[config.mk]
export PLATFORM = sky130hd
export DESIGN_NAME = mmu_top
export DESIGN_NICKNAME = d
export VERILOG_FILES = /design/src/hdl/mmu_pkg.sv /design/src/hdl/tlb_lookup.sv /design/src/hdl/access_sequencer.sv /design/src/hdl/mmu_top.sv
export SDC_FILE = /design/constraint.sdc
export NUM_CORES = 1
export LEC_CHECK = 0
export ABC_AREA = 1
export BUFFER_PORTS_ARGS = -buffer_cell sky130_fd_sc_hd__buf_2
export CAP_MARGIN = 20
export CORE_MARGIN = 1.5
export CORE_UTILIZATION = 50
export CTS_BUF_LIST = sky130_fd_sc_hd__clkbuf_8
export DETAILED_ROUTE_END_ITERATION = 6
export PLACE_DENSITY = 0.77
export SLEW_MARGIN = 15
export SYNTH_ARGS = -nofsm -noshare
export SYNTH_HDL_FRONTEND = slang
export SYNTH_SLANG_ARGS = --single-unit
[constraint.sdc]
create_clock -name clk -period 9.8 [get_ports clk]
set_input_delay 1.47 -clock clk [delete_from_list [all_inputs] [get_ports clk]]
set_output_delay 1.47 -clock clk [all_outputs]
set_load 0.02 [all_outputs]
[src/hdl/mmu_pkg.sv]
`default_nettype none

package mmu_pkg;

	typedef logic [31:0] word_t;
	typedef logic [3:0]  sel_t;
	typedef logic [19:0] vpn_t;
	typedef logic [19:0] pfn_t;

	localparam int PAGE_BITS = 12; // 4 KB pages

	// kseg0/kseg1 and above bypass the TLB
	localparam word_t KSEG_BASE     = 32'h8000_0000;
	localparam word_t UNMAPPED_MASK = 32'h1fff_ffff; // drops the segment bits

	typedef enum logic [1:0] {
		EXC_NONE = 2'd0,
		EXC_TLBL = 2'd1, // fetch or load refill/invalid
		EXC_TLBS = 2'd2, // store refill/invalid
		EXC_TLBM = 2'd3  // store to clean page
	} exc_e;

endpackage

`default_nettype wire

[src/hdl/tlb_lookup.sv]
`timescale 1ns/100ps
`default_nettype none

module tlb_lookup #(
	parameter int TLB_ENTRIES = 8
) (
	input  wire                               clk,
	input  wire                               arst_n_i,

	input  wire                               xlt_valid_i,
	input  wire mmu_pkg::word_t               xlt_vaddr_i,
	input  wire                               xlt_store_i,
	output mmu_pkg::word_t                    xlt_paddr_o,
	output mmu_pkg::exc_e                     xlt_exc_o,

	input  wire                               tlb_wr_en_i,
	input  wire [$clog2(TLB_ENTRIES)-1:0]     tlb_wr_index_i,
	input  wire mmu_pkg::vpn_t                tlb_wr_vpn_i,
	input  wire mmu_pkg::pfn_t                tlb_wr_pfn_i,
	input  wire                               tlb_wr_valid_i,
	input  wire                               tlb_wr_dirty_i
);

	import mmu_pkg::*;

	localparam int IDX_W = $clog2(TLB_ENTRIES);

	vpn_t ent_vpn   [TLB_ENTRIES];
	pfn_t ent_pfn   [TLB_ENTRIES];
	logic ent_valid [TLB_ENTRIES];
	logic ent_dirty [TLB_ENTRIES];

	logic             hit;
	logic [IDX_W-1:0] hit_idx;
	word_t            next_paddr;
	exc_e             next_exc;

	// software refill port writes one entry per cycle
	always_ff @(posedge clk or negedge arst_n_i) begin
		if (!arst_n_i) begin
			for (int i = 0; i < TLB_ENTRIES; i++) begin
				ent_vpn[i]   <= '0;
				ent_pfn[i]   <= '0;
				ent_valid[i] <= 1'b0;
				ent_dirty[i] <= 1'b0;
			end
		end else if (tlb_wr_en_i) begin
			ent_vpn[tlb_wr_index_i]   <= tlb_wr_vpn_i;
			ent_pfn[tlb_wr_index_i]   <= tlb_wr_pfn_i;
			ent_valid[tlb_wr_index_i] <= tlb_wr_valid_i;
			ent_dirty[tlb_wr_index_i] <= tlb_wr_dirty_i;
		end
	end

	// fully associative match where the lowest index wins
	always_comb begin
		hit     = 1'b0;
		hit_idx = '0;
		for (int i = 0; i < TLB_ENTRIES; i++) begin
			if (!hit && ent_vpn[i] == xlt_vaddr_i[31:PAGE_BITS]) begin
				hit     = 1'b1;
				hit_idx = IDX_W'(i);
			end
		end
	end

	always_comb begin
		next_paddr = {ent_pfn[hit_idx], xlt_vaddr_i[PAGE_BITS-1:0]};
		next_exc   = EXC_NONE;
		if (xlt_vaddr_i >= KSEG_BASE) begin
			next_paddr = xlt_vaddr_i & UNMAPPED_MASK; // unmapped segment
		end else if (!hit || !ent_valid[hit_idx]) begin
			next_exc = xlt_store_i ? EXC_TLBS : EXC_TLBL;
		end else if (xlt_store_i && !ent_dirty[hit_idx]) begin
			next_exc = EXC_TLBM;
		end
	end

	always_ff @(posedge clk or negedge arst_n_i) begin
		if (!arst_n_i) begin
			xlt_exc_o <= EXC_NONE;
		end else if (xlt_valid_i) begin
			xlt_exc_o <= next_exc;
		end
	end

	always_ff @(posedge clk) begin
		if (xlt_valid_i) begin
			xlt_paddr_o <= next_paddr;
		end
	end

endmodule

`default_nettype wire

[src/hdl/access_sequencer.sv]
`timescale 1ns/100ps
`default_nettype none

module access_sequencer (
	input  wire                clk,
	input  wire                arst_n_i,

	// instruction fetch
	input  wire                if_req_i,
	input  wire mmu_pkg::word_t if_addr_i,
	output logic               if_done_o,
	output mmu_pkg::word_t     if_rdata_o,
	output mmu_pkg::exc_e      if_exc_o,

	// data access
	input  wire                mem_req_i,
	input  wire                mem_we_i,
	input  wire mmu_pkg::sel_t mem_sel_i,
	input  wire mmu_pkg::word_t mem_addr_i,
	input  wire mmu_pkg::word_t mem_wdata_i,
	output logic               mem_done_o,
	output mmu_pkg::word_t     mem_rdata_o,
	output mmu_pkg::exc_e      mem_exc_o,

	// to tlb_lookup
	output logic               xlt_valid_o,
	output mmu_pkg::word_t     xlt_vaddr_o,
	output logic               xlt_store_o,
	input  wire mmu_pkg::word_t xlt_paddr_i,
	input  wire mmu_pkg::exc_e xlt_exc_i,

	// external bus
	output logic               bus_req_o,
	output logic               bus_we_o,
	output mmu_pkg::word_t     bus_addr_o,
	output mmu_pkg::word_t     bus_wdata_o,
	input  wire mmu_pkg::word_t bus_rdata_i,
	input  wire                bus_ack_i
);

	import mmu_pkg::*;

	typedef enum logic [2:0] {
		ST_IDLE,
		ST_XLT,
		ST_READ,
		ST_WRITE,
		ST_DONE
	} state_t;

	state_t state;
	logic   sel_mem_q;   // set when the data access owns the bus
	logic   we_q;
	logic   bus_req_q;
	exc_e   exc_q;

	sel_t   sel_q;
	word_t  bus_addr_q;
	word_t  bus_wdata_q;
	word_t  rdata_q;
	word_t  merged;

	// data side wins when both are pending
	assign xlt_valid_o = (state == ST_IDLE) && (mem_req_i || if_req_i);
	assign xlt_vaddr_o = mem_req_i ? mem_addr_i : if_addr_i;
	assign xlt_store_o = mem_req_i && mem_we_i;

	// byte merge for partial stores
	always_comb begin
		for (int b = 0; b < 4; b++) begin
			merged[8*b +: 8] = sel_q[b] ? bus_wdata_q[8*b +: 8] : bus_rdata_i[8*b +: 8];
		end
	end

	always_ff @(posedge clk or negedge arst_n_i) begin
		if (!arst_n_i) begin
			state     <= ST_IDLE;
			sel_mem_q <= 1'b0;
			we_q      <= 1'b0;
			bus_req_q <= 1'b0;
			exc_q     <= EXC_NONE;
		end else begin
			case (state)
				ST_IDLE: begin
					if (xlt_valid_o) begin
						sel_mem_q <= mem_req_i;
						we_q      <= xlt_store_o;
						state     <= ST_XLT;
					end
				end
				ST_XLT: begin
					exc_q <= xlt_exc_i;
					if (xlt_exc_i != EXC_NONE) begin
						state <= ST_DONE; // a fault skips the bus
					end else if (we_q && sel_q == 4'b1111) begin
						bus_req_q <= 1'b1;
						state     <= ST_WRITE;
					end else begin
						bus_req_q <= 1'b1;
						state     <= ST_READ;
					end
				end
				ST_READ: begin
					if (bus_ack_i) begin
						bus_req_q <= 1'b0;
						state     <= we_q ? ST_WRITE : ST_DONE;
					end
				end
				ST_WRITE: begin
					if (!bus_req_q) begin
						bus_req_q <= 1'b1; // second half of read-modify-write
					end else if (bus_ack_i) begin
						bus_req_q <= 1'b0;
						state     <= ST_DONE;
					end
				end
				ST_DONE: begin
					state <= ST_IDLE;
				end
				default: begin
					state <= ST_IDLE;
				end
			endcase
		end
	end

	always_ff @(posedge clk) begin
		if (state == ST_IDLE && xlt_valid_o) begin
			sel_q       <= mem_req_i ? mem_sel_i : 4'b1111;
			bus_wdata_q <= mem_wdata_i;
		end
		if (state == ST_XLT) begin
			bus_addr_q <= xlt_paddr_i;
		end
		if (state == ST_READ && bus_ack_i) begin
			rdata_q     <= bus_rdata_i;
			bus_wdata_q <= merged;
		end
	end

	assign bus_req_o   = bus_req_q;
	assign bus_we_o    = (state == ST_WRITE);
	assign bus_addr_o  = bus_addr_q;
	assign bus_wdata_o = bus_wdata_q;

	assign if_done_o   = (state == ST_DONE) && !sel_mem_q;
	assign mem_done_o  = (state == ST_DONE) && sel_mem_q;
	assign if_rdata_o  = rdata_q;
	assign mem_rdata_o = rdata_q;
	assign if_exc_o    = exc_q;
	assign mem_exc_o   = exc_q;

endmodule

`default_nettype wire

[src/hdl/mmu_top.sv]
`timescale 1ns/100ps
`default_nettype none

module mmu_top #(
	parameter int TLB_ENTRIES = 8
) (
	input  wire                           clk,
	input  wire                           arst_n_i,

	input  wire                           if_req_i,
	input  wire mmu_pkg::word_t           if_addr_i,
	output mmu_pkg::word_t                if_rdata_o,
	output mmu_pkg::exc_e                 if_exc_o,
	output logic                          if_done_o,

	input  wire                           mem_req_i,
	input  wire                           mem_we_i,
	input  wire mmu_pkg::sel_t            mem_sel_i,
	input  wire mmu_pkg::word_t           mem_addr_i,
	input  wire mmu_pkg::word_t           mem_wdata_i,
	output mmu_pkg::word_t                mem_rdata_o,
	output mmu_pkg::exc_e                 mem_exc_o,
	output logic                          mem_done_o,

	input  wire                           tlb_wr_en_i,
	input  wire [$clog2(TLB_ENTRIES)-1:0] tlb_wr_index_i,
	input  wire mmu_pkg::vpn_t            tlb_wr_vpn_i,
	input  wire mmu_pkg::pfn_t            tlb_wr_pfn_i,
	input  wire                           tlb_wr_valid_i,
	input  wire                           tlb_wr_dirty_i,

	output logic                          bus_req_o,
	output logic                          bus_we_o,
	output mmu_pkg::word_t                bus_addr_o,
	output mmu_pkg::word_t                bus_wdata_o,
	input  wire mmu_pkg::word_t           bus_rdata_i,
	input  wire                           bus_ack_i
);

	import mmu_pkg::*;

	logic  xlt_valid;
	word_t xlt_vaddr;
	logic  xlt_store;
	word_t xlt_paddr;
	exc_e  xlt_exc;

	access_sequencer access_sequencer_i (
		.clk         (clk),
		.arst_n_i    (arst_n_i),
		.if_req_i    (if_req_i),
		.if_addr_i   (if_addr_i),
		.if_done_o   (if_done_o),
		.if_rdata_o  (if_rdata_o),
		.if_exc_o    (if_exc_o),
		.mem_req_i   (mem_req_i),
		.mem_we_i    (mem_we_i),
		.mem_sel_i   (mem_sel_i),
		.mem_addr_i  (mem_addr_i),
		.mem_wdata_i (mem_wdata_i),
		.mem_done_o  (mem_done_o),
		.mem_rdata_o (mem_rdata_o),
		.mem_exc_o   (mem_exc_o),
		.xlt_valid_o (xlt_valid),
		.xlt_vaddr_o (xlt_vaddr),
		.xlt_store_o (xlt_store),
		.xlt_paddr_i (xlt_paddr),
		.xlt_exc_i   (xlt_exc),
		.bus_req_o   (bus_req_o),
		.bus_we_o    (bus_we_o),
		.bus_addr_o  (bus_addr_o),
		.bus_wdata_o (bus_wdata_o),
		.bus_rdata_i (bus_rdata_i),
		.bus_ack_i   (bus_ack_i)
	);

	tlb_lookup #(
		.TLB_ENTRIES (TLB_ENTRIES)
	) tlb_lookup_i (
		.clk            (clk),
		.arst_n_i       (arst_n_i),
		.xlt_valid_i    (xlt_valid),
		.xlt_vaddr_i    (xlt_vaddr),
		.xlt_store_i    (xlt_store),
		.xlt_paddr_o    (xlt_paddr),
		.xlt_exc_o      (xlt_exc),
		.tlb_wr_en_i    (tlb_wr_en_i),
		.tlb_wr_index_i (tlb_wr_index_i),
		.tlb_wr_vpn_i   (tlb_wr_vpn_i),
		.tlb_wr_pfn_i   (tlb_wr_pfn_i),
		.tlb_wr_valid_i (tlb_wr_valid_i),
		.tlb_wr_dirty_i (tlb_wr_dirty_i)
	);

endmodule

`default_nettype wire

==> flow_summary.ini <==
[floorplanning]
initial_core_util_pct = 50.91
num_rows = 77
die_h_um = 215.9
core_area_sq_mm = 0.04451
die_width_um = 215.9
dieArea_sq_mm = 0.04660
pin_count = 320

[layout]
syn2layout_area_growth_pct = 14.27
fin_nets = 3118
layout-drive-gt1-share_pct = 17.10
final_cells = 3588

[timing]
fin_ws_ps = 3961
setup_tns_ps = 0
fmax_ghz = 0.1713
finalCritPeriodShare_pct = 59.58
rsz0062_at_grt = no
whs_ps = 417.0
setup_violations = 0
relSlewSlack_pct = 27.82
slew_violations = 0
finClkSkew_ps = 29.83
hold_viol_final = 0
worst_pin_slew_ps = 1081
fin_crit_ps = 5839

[drt]
firstDrtPassIters = 7
wirelength_mm = 71.78
drc = 3
drt_iter0_drc = 1997
ant_nets = 0
vias_per_cell = 5.474
wl_per_cell_um = 20.01
vias = 19640

[synthesis]
synth_seq_cells = 478
yosysWarningCount = 0
synthCells = 2675
synth_async_sr_flop_share_pct = 72.38
synth_area_per_cell_sq_um = 8.471
ys.flop_type = dfrtp_1
syn-cell-area_sq_mm = 0.02266
synth-edff-count = 132
synth_nets = 2859
synth_seq_area_share_pct = 55.70
synth_cell_types = 40

[setup_path]
crit_buf_inv = 3
worstSetupPathType = in -> reg
end_kind = flip-flop
startpoint_type = input port
cp_top_family = simple AND/OR/NAND/NOR gates
arrival_ps = 6340
crit_required_ps = 10300
max_stage_delay_ps = 770
worstPathCellList = buf_2 -> inv_8 -> nand2_2 -> nand2_2 -> xor2_1 -> nand3b_1 -> nor3_1 -> nand3_1 -> nand4_2 -> nand3_2 -> inv_2 -> o21ai_0 -> o211ai_1 -> o211ai_1 -> nand2_1
cp_max_fo = 54
cpMaxStageDelayCell = inv_2

[global_route]
grt_start_max_net_pins = 176
track_usage_pct = 30.71
grt_pass1_wl_mm = 108.6
grt_overflow = 0
antenna_found_initial = 5
grt_pass1_vias = 18710

[power]
finalPower_uw = 5781
p_leak_uw = 0.01274
pwr-share-comb_pct = 22.2
ir_drop_mv = 0.1334
p_int_uw = 3855
power_switching_uw = 1927
clkPwrFrac_pct = 29.2
swShare_pct = 33.33
power.density_mw_per_mm2 = 223.3
power_frac_seq_pct = 48.6

[cts]
cts_made_buffers = 77
holdBufCountCts = 0
cts_buffer_depth = 3
clockRootBuffer = clkbuf_8
htreeDepth = 3
cts_tree = built
insertion_delay_ps = 650
cts.sinks = 478
ctsResizeCount = 0
clk_pin_slew_ps = 60
cts_setup_buffers = 0

[place]
dpl.hpwl_mm = 50.00
post-place-ws_ps = 3460
port_buffers = 319
numPlacedInstances = 3447
gp_congestion = 1.002

[status]
violations = design-rule violations
status = complete, but fails checks

[min_path]
min_path_type = reg -> reg

[flow_run]
drv_cap = 0
## metrics by stage
step           util, %  area (sq um)
3_5_place_dp     54.75         24370
6_report         58.17         25890
2_1_floorplan        -         22660
4_1_cts          58.16         25890
5_1_grt          58.17         25890
3_3_place_gp     54.74         24370
## Yosys cell counts (32+ instances only)
cell / instances / area [sq um]
nand2_1: 953 / 3577
o21ai_0: 398 / 1992
dfrtp_1: 346 / 8658
inv_1: 220 / 825.8
edfxtp_1: 132 / 3964
nor2_1: 126 / 473.0
clkbuf_1: 83 / 311.6
nand3_1: 63 / 315.3
o211ai_1: 44 / 330.3
buf_4: 43 / 322.8
xor2_1: 35 / 306.5
xnor2_1: 32 / 280.3
## flip-flops by register name, indices dropped and copies added, names as in the netlist
register                        count
access_sequencer_i.bus_addr_o      32
access_sequencer_i.bus_req_o        1
access_sequencer_i.bus_wdata_o     32
access_sequencer_i.if_exc_o         2
access_sequencer_i.if_rdata_o      32
access_sequencer_i.sel_mem_q        1
access_sequencer_i.sel_q            4
access_sequencer_i.state            3
access_sequencer_i.we_q             1
tlb_lookup_i.ent_dirty              8
tlb_lookup_i.ent_pfn              160
tlb_lookup_i.ent_valid              8
tlb_lookup_i.ent_vpn              160
tlb_lookup_i.xlt_exc_o              2
tlb_lookup_i.xlt_paddr_o           32
## cell usage in the layout (no fill, tap or decap), types with 21 or more instances in the layout
cell and n:
nand3_1 62, o21ai_1 26, xnor2_1 32, dfrtp_1 346, a21oi_1 30, o21ai_0 397
inv_1 244, xor2_1 35, nand2_2 25, clkbuf_8 96, edfxtp_1 132, o211ai_1 44
buf_2 319, nand3b_1 21, nand2_1 947, nor2_1 125
## layer usage
layer | vias up | track usage (%) | wire length, um
li1 | 9095 | - | -
met1 | 9382 | 38.67 | 28310
met2 | 973 | 50.73 | 33930
met3 | 187 | 5.610 | 5881
met4 | 2 | 15.76 | 3650
met5 | - | 0 | 10
## final timing paths
| path | from | endpoint | slack, ps | depth (start not counted) |
|---|---|---|---|---|
| setup / recovery | mem_req_i | tlb_lookup_i.xlt_paddr_o[24] | 3960 | 15 |
| hold / removal | tlb_lookup_i.xlt_paddr_o[4] | access_sequencer_i.bus_addr_o[4] | 420 | 0 |
| setup reg to reg | access_sequencer_i.state[1] | access_sequencer_i.bus_wdata_o[25] | 5690 | 10 |
| hold reg to reg | tlb_lookup_i.xlt_paddr_o[4] | access_sequencer_i.bus_addr_o[4] | 420 | 0 |
| max in group asynchronous | arst_n_i | tlb_lookup_i.ent_pfn[143] | 7440 | 2 |
| min in group asynchronous | arst_n_i | tlb_lookup_i.ent_vpn[86] | 860 | 1 |
## power by group through the flow
stage | Sequential (uW) | Clock [uW] | Combinational (uW)
4_1_cts | 2800 | 1720 | 1280
2_1_floorplan | 2900 | 0 | 690
3_5_place_dp | 2830 | 0 | 1280
5_1_grt | 2850 | 1800 | 1420
3_3_place_gp | 2820 | 0 | 1240
6_report | 2810 | 1690 | 1280
## layout make-up
| cell class | instances | area (sq um) |
|---|---|---|
| multi-input cells | 1816 | 8412 |
| clock inverters | 43 | 196.4 |
| fillers | 3991 | 18620 |
| flip-flops and latches | 478 | 12620 |
| well taps | 592 | 740.7 |
| inverters | 225 | 852.1 |
| clock buffers | 96 | 1321 |
| diodes | 2 | 5.005 |
| repair buffers | 336 | 1744 |
## kinds of logic (layout without fill, tap and decap cells)
family / count (synthesis) / count (layout) / synth area share, %
AO/OA/AOI/OAI: 509 / 509 / 11.81
XOR/XNOR: 67 / 67 / 2.590
buffers and inverters: 381 / 700 / 7.454
flip-flops: 478 / 478 / 55.70
other: 0 / 2 / 0
AND/OR/NAND/NOR: 1240 / 1240 / 22.44
No activity file was read; power rests on OpenSTA's default activity.
